`config.mk`:
```
export PLATFORM = sky130hd
export DESIGN_NAME = mipsCore
export DESIGN_NICKNAME = d
export VERILOG_FILES = /design/src/source/mipsPkg.sv /design/src/source/aluUnit.sv /design/src/source/dataPath.sv /design/src/source/memPort.sv /design/src/source/mipsControl.sv /design/src/source/mipsCore.sv /design/src/source/regFile.sv
export VERILOG_INCLUDE_DIRS = /design/src /design/src/source
export SDC_FILE = /design/constraint.sdc
export NUM_CORES = 2
export LEC_CHECK = 0
export ABC_AREA = 0
export BUFFER_PORTS_ARGS = -buffer_cell sky130_fd_sc_hd__buf_2
export CORE_AREA = 5 5 389 353
export CTS_BUF_LIST = sky130_fd_sc_hd__clkbuf_4 sky130_fd_sc_hd__clkbuf_8 sky130_fd_sc_hd__clkbuf_16
export DETAILED_ROUTE_END_ITERATION = 10
export DIE_AREA = 0 0 394 358
export GPL_TIMING_DRIVEN = 0
export PLACE_DENSITY = 0.76
export REMOVE_ABC_BUFFERS = 1
export SLEW_MARGIN = 30
export SYNTH_ARGS = -nofsm -noshare
export SYNTH_HDL_FRONTEND = slang
export SYNTH_HIERARCHICAL = 1
export SYNTH_SLANG_ARGS = --single-unit
```
`constraint.sdc`:
```
create_clock -name Clock -period 16.4 [get_ports Clock]
set_input_delay 4.92 -clock Clock [delete_from_list [all_inputs] [get_ports Clock]]
set_output_delay 4.92 -clock Clock [all_outputs]
set_load 0.02 [all_outputs]
```
`src/source/mipsCore_cfg.svh`:
```
`ifndef MIPS_CORE_CFG_SVH
`define MIPS_CORE_CFG_SVH

// datapath and address width
`define MIPS_DATA_W 32

// general register file
`define MIPS_REG_CNT 32
`define MIPS_REG_ADDR_W 5

// first fetch address
`define MIPS_RESET_PC 32'h0000_0000

`endif

```
`src/source/mipsPkg.sv`:
```
`include "mipsCore_cfg.svh"

package mipsPkg;

  typedef enum logic [4:0] {
    fetchReq,
    fetchWait,
    decode,
    memAddr,
    loadWait,
    loadWrite,
    storeWait,
    rExec,
    rWrite,
    shiftExec,
    branchCmp,
    luiExec,
    immWrite,
    halted
  } ctrlState_t;

  typedef enum logic [5:0] {
    opRType = 6'h00,
    opJump  = 6'h02,
    opBeq   = 6'h04,
    opBne   = 6'h05,
    opLui   = 6'h0f,
    opLw    = 6'h23,
    opSw    = 6'h2b
  } opCode_t;

  typedef enum logic [5:0] {
    fnSll   = 6'h00,
    fnBreak = 6'h0d,
    fnAdd   = 6'h20,
    fnSub   = 6'h22,
    fnAnd   = 6'h24,
    fnOr    = 6'h25,
    fnSlt   = 6'h2a
  } funct_t;

  typedef enum logic [2:0] {
    aluAdd,
    aluSub,
    aluAnd,
    aluOr,
    aluSlt,
    aluSll,
    aluLui
  } aluOp_t;

  typedef struct packed {
    logic pcWrite;
    logic pcFromJump;
    logic branchEq;
    logic branchNe;
    logic irWrite;
    logic regWrite;
    logic regDstRd;     // rd instead of rt
    logic memToReg;
    logic aluSrcA;      // 0 pc, 1 reg A
    logic [1:0] aluSrcB;  // B, four, imm, imm << 2
    aluOp_t aluOp;
    logic memStart;
    logic memWrite;
    logic memAddrData;  // address from ALUOut
  } ctrlWord_t;

  typedef struct packed {
    logic [`MIPS_DATA_W-1:0] addr;
    logic [`MIPS_DATA_W-1:0] wdata;
    logic write;
  } memReq_t;

endpackage

```
`src/source/aluUnit.sv`:
```
`timescale 1ns/1ps
`include "mipsCore_cfg.svh"

module aluUnit (
  input mipsPkg::aluOp_t op,
  input logic [`MIPS_DATA_W-1:0] srcA,
  input logic [`MIPS_DATA_W-1:0] srcB,
  input logic [4:0] shamt,
  output logic [`MIPS_DATA_W-1:0] result,
  output logic zero
);
  import mipsPkg::*;

  always_comb begin
    case (op)
      aluAdd: result = srcA + srcB;
      aluSub: result = srcA - srcB;
      aluAnd: result = srcA & srcB;
      aluOr: result = srcA | srcB;
      aluSlt: begin
        result = {{(`MIPS_DATA_W-1){1'b0}}, ($signed(srcA) < $signed(srcB))};
      end
      aluSll: result = srcB << shamt;
      aluLui: begin
        result = {srcB[`MIPS_DATA_W/2-1:0], {(`MIPS_DATA_W/2){1'b0}}};
      end
      default: result = '0;
    endcase
  end

  assign zero = (result == '0);  // beq/bne after sub

endmodule

```
`src/source/dataPath.sv`:
```
`timescale 1ns/1ps
`include "mipsCore_cfg.svh"

module dataPath (
  input logic Clock,
  input logic reset,
  input mipsPkg::ctrlWord_t ctrl,
  input logic [`MIPS_DATA_W-1:0] memRdata,
  input logic memDone,
  output mipsPkg::memReq_t memReq,
  output mipsPkg::opCode_t opCode,
  output mipsPkg::funct_t funct
);
  import mipsPkg::*;

  logic [`MIPS_DATA_W-1:0] pc, ir, regA, regB, mdr, aluOut;
  logic [`MIPS_DATA_W-1:0] readA, readB, aluA, aluB, aluResult;
  logic [`MIPS_DATA_W-1:0] signImm, writeData, pcNext;
  logic [`MIPS_REG_ADDR_W-1:0] writeAddr;
  logic aluZero;
  logic branchTaken;

  assign signImm = {{(`MIPS_DATA_W-16){ir[15]}}, ir[15:0]};
  assign opCode = opCode_t'(ir[31:26]);
  assign funct = funct_t'(ir[5:0]);

  assign aluA = ctrl.aluSrcA ? regA : pc;
  always_comb begin
    case (ctrl.aluSrcB)
      2'd0: aluB = regB;
      2'd1: aluB = `MIPS_DATA_W'(4);
      2'd2: aluB = signImm;
      default: aluB = signImm << 2;  // word offset
    endcase
  end

  assign writeAddr = ctrl.regDstRd ? ir[15:11] : ir[20:16];
  assign writeData = ctrl.memToReg ? mdr : aluOut;

  assign branchTaken = (ctrl.branchEq & aluZero) | (ctrl.branchNe & ~aluZero);
  always_comb begin
    if (ctrl.pcFromJump) begin
      pcNext = {pc[`MIPS_DATA_W-1:28], ir[25:0], 2'b00};
    end else if (ctrl.branchEq | ctrl.branchNe) begin
      pcNext = aluOut;  // target from decode
    end else begin
      pcNext = aluResult;
    end
  end

  always_ff @(posedge Clock) begin
    if (reset) begin
      pc <= `MIPS_RESET_PC;
    end else if (ctrl.pcWrite | branchTaken) begin
      pc <= pcNext;
    end
  end

  always_ff @(posedge Clock) begin
    if (ctrl.irWrite && memDone) begin
      ir <= memRdata;
    end
    regA <= readA;
    regB <= readB;
    mdr <= memRdata;
    aluOut <= aluResult;
  end

  assign memReq.addr = ctrl.memAddrData ? aluOut : pc;
  assign memReq.wdata = regB;
  assign memReq.write = ctrl.memWrite;

  regFile regs (
    .Clock(Clock),
    .readAddrA(ir[25:21]),
    .readAddrB(ir[20:16]),
    .writeAddr(writeAddr),
    .writeEnable(ctrl.regWrite),
    .writeData(writeData),
    .readDataA(readA),
    .readDataB(readB)
  );

  aluUnit alu (
    .op(ctrl.aluOp),
    .srcA(aluA),
    .srcB(aluB),
    .shamt(ir[10:6]),
    .result(aluResult),
    .zero(aluZero)
  );

endmodule

```
`src/source/memPort.sv`:
```
`timescale 1ns/1ps
`include "mipsCore_cfg.svh"

module memPort (
  input logic Clock,
  input logic reset,
  input logic start,
  input mipsPkg::memReq_t reqIn,
  input logic memAck,
  input logic [`MIPS_DATA_W-1:0] memRdataIn,
  output mipsPkg::memReq_t memReq,
  output logic memReqValid,
  output logic [`MIPS_DATA_W-1:0] rdata,
  output logic done
);

  typedef enum logic [1:0] {
    portIdle,
    portReq,
    portRelease
  } portState_t;

  portState_t portState;

  always_ff @(posedge Clock) begin
    if (reset) begin
      portState <= portIdle;
      done <= 1'b0;
    end else begin
      done <= 1'b0;
      case (portState)
        portIdle: if (start) portState <= portReq;
        portReq: begin
          if (memAck) begin
            portState <= portRelease;
            done <= 1'b1;
          end
        end
        portRelease: if (!memAck) portState <= portIdle;  // wait for ack low
        default: portState <= portIdle;
      endcase
    end
  end

  always_ff @(posedge Clock) begin
    if (portState == portIdle && start) begin
      memReq <= reqIn;
    end
    if (portState == portReq && memAck) begin
      rdata <= memRdataIn;
    end
  end

  assign memReqValid = (portState == portReq);

endmodule

```
`src/source/mipsControl.sv`:
```
`timescale 1ns/1ps

module mipsControl (
  input logic Clock,
  input logic reset,
  input mipsPkg::opCode_t opCode,
  input mipsPkg::funct_t funct,
  input logic memDone,
  output mipsPkg::ctrlWord_t ctrl,
  output logic halted
);
  import mipsPkg::*;

  ctrlState_t state;
  ctrlState_t nextState;

  always_ff @(posedge Clock) begin
    if (reset) begin
      state <= fetchReq;
    end else begin
      state <= nextState;
    end
  end

  // port name hides the state literal here
  assign halted = (state == mipsPkg::halted);

  always_comb begin
    ctrl = '0;
    ctrl.aluOp = aluAdd;
    nextState = state;
    case (state)
      fetchReq: begin
        ctrl.memStart = 1'b1;
        nextState = fetchWait;
      end
      fetchWait: begin
        ctrl.memStart = 1'b1;  // held until the port accepts
        ctrl.irWrite = 1'b1;
        ctrl.aluSrcB = 2'd1;   // pc + 4
        if (memDone) begin
          ctrl.pcWrite = 1'b1;
          nextState = decode;
        end
      end
      decode: begin
        ctrl.aluSrcB = 2'd3;   // branch target into ALUOut
        case (opCode)
          opRType: begin
            case (funct)
              fnAdd, fnSub, fnAnd, fnOr, fnSlt: nextState = rExec;
              fnSll: nextState = shiftExec;
              fnBreak: nextState = mipsPkg::halted;
              default: nextState = fetchReq;
            endcase
          end
          opJump: begin
            ctrl.pcWrite = 1'b1;
            ctrl.pcFromJump = 1'b1;
            nextState = fetchReq;
          end
          opBeq, opBne: nextState = branchCmp;
          opLui: nextState = luiExec;
          opLw, opSw: nextState = memAddr;
          default: nextState = fetchReq;
        endcase
      end
      memAddr: begin
        ctrl.aluSrcA = 1'b1;
        ctrl.aluSrcB = 2'd2;
        nextState = (opCode == opLw) ? loadWait : storeWait;
      end
      loadWait: begin
        ctrl.aluSrcA = 1'b1;   // keep the address in ALUOut
        ctrl.aluSrcB = 2'd2;
        ctrl.memStart = 1'b1;
        ctrl.memAddrData = 1'b1;
        if (memDone) begin
          nextState = loadWrite;
        end
      end
      loadWrite: begin
        ctrl.regWrite = 1'b1;
        ctrl.memToReg = 1'b1;
        nextState = fetchReq;
      end
      storeWait: begin
        ctrl.aluSrcA = 1'b1;
        ctrl.aluSrcB = 2'd2;
        ctrl.memStart = 1'b1;
        ctrl.memWrite = 1'b1;
        ctrl.memAddrData = 1'b1;
        if (memDone) begin
          nextState = fetchReq;
        end
      end
      rExec: begin
        ctrl.aluSrcA = 1'b1;
        case (funct)
          fnSub: ctrl.aluOp = aluSub;
          fnAnd: ctrl.aluOp = aluAnd;
          fnOr: ctrl.aluOp = aluOr;
          fnSlt: ctrl.aluOp = aluSlt;
          default: ctrl.aluOp = aluAdd;
        endcase
        nextState = rWrite;
      end
      shiftExec: begin
        ctrl.aluOp = aluSll;   // shamt applied to B
        nextState = rWrite;
      end
      rWrite: begin
        ctrl.regWrite = 1'b1;
        ctrl.regDstRd = 1'b1;
        nextState = fetchReq;
      end
      branchCmp: begin
        ctrl.aluSrcA = 1'b1;
        ctrl.aluOp = aluSub;
        ctrl.branchEq = (opCode == opBeq);
        ctrl.branchNe = (opCode == opBne);
        nextState = fetchReq;
      end
      luiExec: begin
        ctrl.aluSrcB = 2'd2;
        ctrl.aluOp = aluLui;
        nextState = immWrite;
      end
      immWrite: begin
        ctrl.regWrite = 1'b1;
        nextState = fetchReq;
      end
      mipsPkg::halted: nextState = mipsPkg::halted;
      default: nextState = fetchReq;
    endcase
  end

endmodule

```
`src/source/mipsCore.sv`:
```
`timescale 1ns/1ps
`include "mipsCore_cfg.svh"

module mipsCore (
  input logic Clock,
  input logic reset,
  input logic memAck,
  input logic [`MIPS_DATA_W-1:0] memRdata,
  output mipsPkg::memReq_t memReq,
  output logic memReqValid,
  output logic halted
);

  mipsPkg::ctrlWord_t ctrl;
  mipsPkg::opCode_t opCode;
  mipsPkg::funct_t funct;
  mipsPkg::memReq_t coreReq;
  logic [`MIPS_DATA_W-1:0] portRdata;
  logic memDone;

  mipsControl control (
    .Clock(Clock),
    .reset(reset),
    .opCode(opCode),
    .funct(funct),
    .memDone(memDone),
    .ctrl(ctrl),
    .halted(halted)
  );

  dataPath path (
    .Clock(Clock),
    .reset(reset),
    .ctrl(ctrl),
    .memRdata(portRdata),
    .memDone(memDone),
    .memReq(coreReq),
    .opCode(opCode),
    .funct(funct)
  );

  memPort port (
    .Clock(Clock),
    .reset(reset),
    .start(ctrl.memStart),
    .reqIn(coreReq),
    .memAck(memAck),
    .memRdataIn(memRdata),
    .memReq(memReq),
    .memReqValid(memReqValid),
    .rdata(portRdata),
    .done(memDone)
  );

endmodule

```
`src/source/regFile.sv`:
```
`timescale 1ns/1ps
`include "mipsCore_cfg.svh"

module regFile (
  input logic Clock,
  input logic [`MIPS_REG_ADDR_W-1:0] readAddrA,
  input logic [`MIPS_REG_ADDR_W-1:0] readAddrB,
  input logic [`MIPS_REG_ADDR_W-1:0] writeAddr,
  input logic writeEnable,
  input logic [`MIPS_DATA_W-1:0] writeData,
  output logic [`MIPS_DATA_W-1:0] readDataA,
  output logic [`MIPS_DATA_W-1:0] readDataB
);

  logic [`MIPS_DATA_W-1:0] regs [`MIPS_REG_CNT];

  always_ff @(posedge Clock) begin
    if (writeEnable && writeAddr != '0) begin  // $zero stays zero
      regs[writeAddr] <= writeData;
    end
  end

  assign readDataA = (readAddrA == '0) ? '0 : regs[readAddrA];
  assign readDataB = (readAddrB == '0) ? '0 : regs[readAddrB];

endmodule

```
# --- Yosys cells after proc, flatten, opt, wreduce, memory -nomap -nowiden ---
# Memories as Yosys holds them, arrays and structs flattened. A register that Yosys moved wholly into a read port is not among the register bits.
# Cells that the tools add are included.
word_totals:
  reg_bits: 233
  mem_bits_rw: 1024
  inputBits: 35
  out_inout_bits: 67
  elab_cells: 133
  memories: 1
mem_list:
  columns: ["name", "words", "width", "rd", "rd_ports_with_merged_regs", "wr", "line", "source"]
  rows:
  - ["path.regs.regs", 32, 32, 2, 2, 1, "regFile.sv:15", "logic [`MIPS_DATA_W-1:0] regs [`MIPS_REG_CNT];"]
op_classes:
  addsub: 2
  order_cmp: 1
  n_eq_ne: 41
  shifts: 1
  mux: 38
  bitwise: 10
  reduce_logical: 27
ops:
  columns: ["operator", "count"]
  rows:
  - ["one-hot mux 32 bit (7 select lines)", 1]
  - ["2-to-1 mux 32 bit", 4]
  - ["one-hot mux 32 bit (3 select lines)", 1]
  - ["one-hot mux 5 bit (9 select lines)", 1]
  - ["equality test 6 bit, second input constant", 7]
  - ["adder 32 bit", 1]
  - ["AND 32 bit", 1]
  - ["logical NOT 32 bit", 1]
  - ["< comparator 32 bit", 1]
  - ["OR 32 bit", 1]
  - ["left shift 32 x 5 -> 32 bit", 1]
  - ["subtractor 32 bit", 1]
  - ["equality test 5 x 4 -> 1 bit, second input constant", 6]
  - ["2-to-1 mux 28 bit", 1]
  - ["one-hot mux 3 bit (4 select lines)", 2]
  - ["equality test 5 x 3 -> 1 bit, second input constant", 4]
  - ["2-to-1 mux 5 bit", 4]
  - ["one-hot mux 5 bit (4 select lines)", 1]
  - ["logical NOT 5 bit", 3]
  - ["2-to-1 mux 1 bit", 13]
  - ["equality test 6 x 3 -> 1 bit, second input constant", 2]
  - ["equality test 6 x 4 -> 1 bit, second input constant", 2]
  - ["logical NOT 6 bit", 2]
  - ["2-to-1 mux 2 bit", 6]
  - ["26 further kinds", 53]

# --- Logic depth before layout (Yosys ltp) ---
depth:
  word_depth: 13
  mapped_depth: 29
  ltp_nobuf: 24

# --- By module ---
# Netlist, hierarchy kept.
by_module_without_submodules:
  columns: ["module", "n_inst", "cells_per_inst", "area_per_inst_um2", "seq_area_each_um2"]
  rows:
  - ["regFile", 1, 2564, 47929.7, 30749.5]
  - ["aluUnit", 1, 1070, 7143.1, 0.0]
  - ["dataPath", 1, 641, 7065.5, 4164.0]
  - ["memPort", 1, 108, 3034.2, 2972.9]
  - ["mipsControl", 1, 119, 719.4, 80.1]

# --- Worst setup path before layout ---
# No wires, ideal clock.
synth_path:
  kind: "register -> register"
  from: "register control.state[2]"
  to: "register port/memReq[0] (netlist name)"
  setup_ns: 0.581
  t_arrival_ns: 5.774
  required_time_ns: 15.819
  slack_ns: 10.045
  path_stages_with_launch: 6
  n_path_buf: 1
  synth_period_minus_slack_ns: 6.355
  path_cell_list: "dfxtp_1 -> clkbuf_1 -> inv_1 -> nand2_1 -> nor3b_1 -> nor3b_1"
synth_lines:
  columns: ["element", "line", "source"]
  rows:
  - ["start, declared", "mipsControl.sv:14", "ctrlState_t state;"]
  - ["start signal, assigned", "mipsControl.sv:19", "state <= fetchReq;"]
  - ["start signal, assigned", "mipsControl.sv:21", "state <= nextState;"]

==> flow_metrics.tcl <==
set metrics [dict create \
    worstPathArrival_ns 9.65 \
    die_area_um2 141000 \
    start_kind "register" \
    wl_per_cell_um 35.8 \
    die_x_um 394 \
    yosysUniqueCellTypes 98 \
    clock-root-buffer "clkbuf_16" \
    ios 102 \
    die_h_um 358 \
    postRouteAntennaNets 0 \
    clk_latency_ns 0.80 \
    clkSlewWorstSetupHoldPaths_ns 0.06 \
    synth-seq-cells 1320 \
    cts_resized 0 \
    clock-sinks 1320 \
    cts_hold_buf 0 \
    maxCapViolations 0 \
    final-hold-violation-count 0 \
    p_seq_share_pct 49.0 \
    grtUsageTotal_pct 32.5 \
    finalSetupTns_ns 0 \
    synth_common_cells "1153 x edfxtp_1, 383 x mux2i_1, 311 x mux4_2" \
    met1_length_mm 81.1 \
    async_flop_share_pct 0 \
    fin_crit_sh_pct 54.8 \
    core-area_um2 133000 \
    period_needed_ns 8.98 \
    top_layer "met5" \
    clock.fmax_mhz 111 \
    dr_total_vias 47600 \
    crit_fanout 28 \
    drc 0 \
    htreeDepth 4 \
    drive_gt1_share_pct 25.0 \
    final_core_util_pct 58.4 \
    drt-initial-drc-count 8138 \
    slew_viol_final 0 \
    synth_edf_count 1153 \
    routabilityCongestion 1.02 \
    critPathKind "reg2reg" \
    post_cts_buffers 0 \
    synth_flop_cell "edfxtp_1" \
    viasPerCell 7.23 \
    clock_skew_ns 0.0726 \
    slew-limit-headroom_pct 27.7 \
    syn_area_per_cell_um2 14.6 \
    r2r_slack_ns 7.42 \
    grt_pass1_wl_mm 332 \
    wl_met2_mm 101 \
    grt_pass1_vias 46300 \
    yosysTopAreaCellShare_pct 52.5 \
    min_path_type "reg2reg" \
    p_clk_share_pct 39.3 \
    power.internal_mw 6.04 \
    power.density_nw_per_um2 106 \
    postSynthCellCount 4502 \
    cts_buffer_depth 3 \
    totalWireLength_mm 235 \
    grt_max_degree 50 \
    place_hpwl_mm 163 \
    tritoncts "done" \
    synth_most_common_cell "edfxtp_1" \
    synth_area_um2 65900 \
    worst_slew_pin_slew_ns 1.07 \
    rsz0062_at_grt "false" \
    syn_to_final_growth_pct 17.5 \
    power_frac_comb_pct 11.7 \
    rows 127 \
    initial_core_util_pct 49.7 \
    ir_drop_mv 0.103 \
    yosysTopAreaCell "edfxtp_1" \
    setup_violations 0 \
    required_ns 17.07 \
    synth.area.top_cells "edfxtp_1 53%, mux4_2 11%, mux2i_1 5.8%, dfxtp_1 5.1%, mux4_1 2.2%" \
    status "completed" \
    worstSetupEndpointType "register" \
    synth.yosys.seq_area_share_pct 57.6 \
    p_sw_share_pct 26.5 \
    port_buffers 101 \
    p_leak_nw 26.7 \
    met3_wirelength_mm 38.2 \
    nNetsFinal 4846 \
    dr.pass1.iters 9 \
    antenna_found_initial 15 \
    grt_overflow 0 \
    yosys_warnings 6 \
    p_sw_mw 2.17 \
    cts_buffers 137 \
]
## worst max-delay path: stages, from the launching register on
cell and delay (ns):
dfxtp_1 0.64, inv_1 0.30, a211oi_4 0.27, buf_6 0.20
buf_6 0.21, buf_6 0.20, and2_1 0.55, a21oi_1 0.09
o21ai_1 0.83, inv_1 0.17, ha_1 0.58, inv_1 0.16
a21oi_1 0.21, o31ai_1 0.14, nor3_1 0.46, o32ai_1 0.17
xnor2_1 0.30, o221ai_1 0.37, a2111o_1 0.41, a2111oi_0 0.57
nand4_1 0.25, nor2_1 0.30, mux2_4 0.36, or3_2 0.79
o32ai_1 0.30
## area by class of cell
class	count	area, um2
well taps	1741	2180
clock buffers	190	3910
multi-input cells	2722	26100
clock inverters	64	796
flip-flops and latches	1320	38000
fillers	9510	55100
repair buffers	395	5910
diodes	13	32.5
inverters	133	509
## registers in the layout, indices dropped and copies added, names as in the netlist, 4 cells and up
register and count:
path/aluOut 32, path/regB 32, path/ir 32, control/state 4, path/regA 32, path/regs/regs 1024
path/mdr 32, port/memReq 65, path/pc 32, port/rdata 32
## per-stage QoR
step	instance area, um2	instances	power [mW]	worst slack [ns]	hold slack (ns)
after detailed placement	72700	6311	5.00	7.87	0.383
after global placement	66800	6017	4.99	-13.61	0.376
after CTS	77400	6565	8.18	7.81	0.419
final	77400	6578	8.22	7.42	0.420
after floorplan	64100	4175	4.63	3.39	0.343
after global routing	77400	6568	8.43	7.15	0.418
## cell families after synthesis
| logic type | Yosys count | synth area share [%] |
|---|---|---|
| muxes | 876 | 20.8 |
| other | 1 | 0.00569 |
| adders and majority gates | 102 | 1.96 |
| AOI/OAI and AO/OA | 964 | 10.3 |
| xor gates and xnor gates | 22 | 0.292 |
| and+or+nand+nor | 726 | 5.43 |
| DFF | 1320 | 57.6 |
| buffers and inverters | 491 | 3.61 |
## placed cells by master (no fill, tap or decap), types with 71 or more instances in the layout
cell       Yosys  routed
o21ai_0      226     205
buf_8          0      75
nor2b_1       84      79
o221ai_1      77      77
nor2_1       134      95
nand2_1      249     249
buf_16         0     112
a21oi_1      142     141
dfxtp_1      167     167
buf_2         66     109
edfxtp_1    1153    1153
mux2i_1      383     383
a22oi_1       71      71
buf_6         25      82
inv_1        131     128
ha_1         100     100
clkbuf_16      0     138
mux4_2       311     311
a211oi_1     104     103
mux2_2       126     126
## worst paths after layout
path,depth (start not counted),from,to
worst max-delay path,24,control/state[1],path/pc[23]
worst min-delay path,0,port/rdata[4],path/mdr[4]
worst max register to register,24,control/state[1],path/pc[23]
worst min register to register,0,port/rdata[4],path/mdr[4]
## power by group through the flow
stage | combinational [mW] | clock [mW] | sequential, mW
2_1_floorplan | 0.544 | 0 | 4.08
3_3_place_gp | 0.873 | 0 | 4.12
3_5_place_dp | 0.915 | 0 | 4.09
4_1_cts | 0.922 | 3.24 | 4.02
5_1_grt | 1.01 | 3.40 | 4.03
6_report | 0.960 | 3.23 | 4.03
## routing by layer
layer	vias to the layer above	track usage [%]
met3	1041	13.5
met1	23500	41.1
li1	18600	-
met4	8	16.5
met5	-	1.04
met2	4462	48.4
Power figures use the tool's default switching activity.
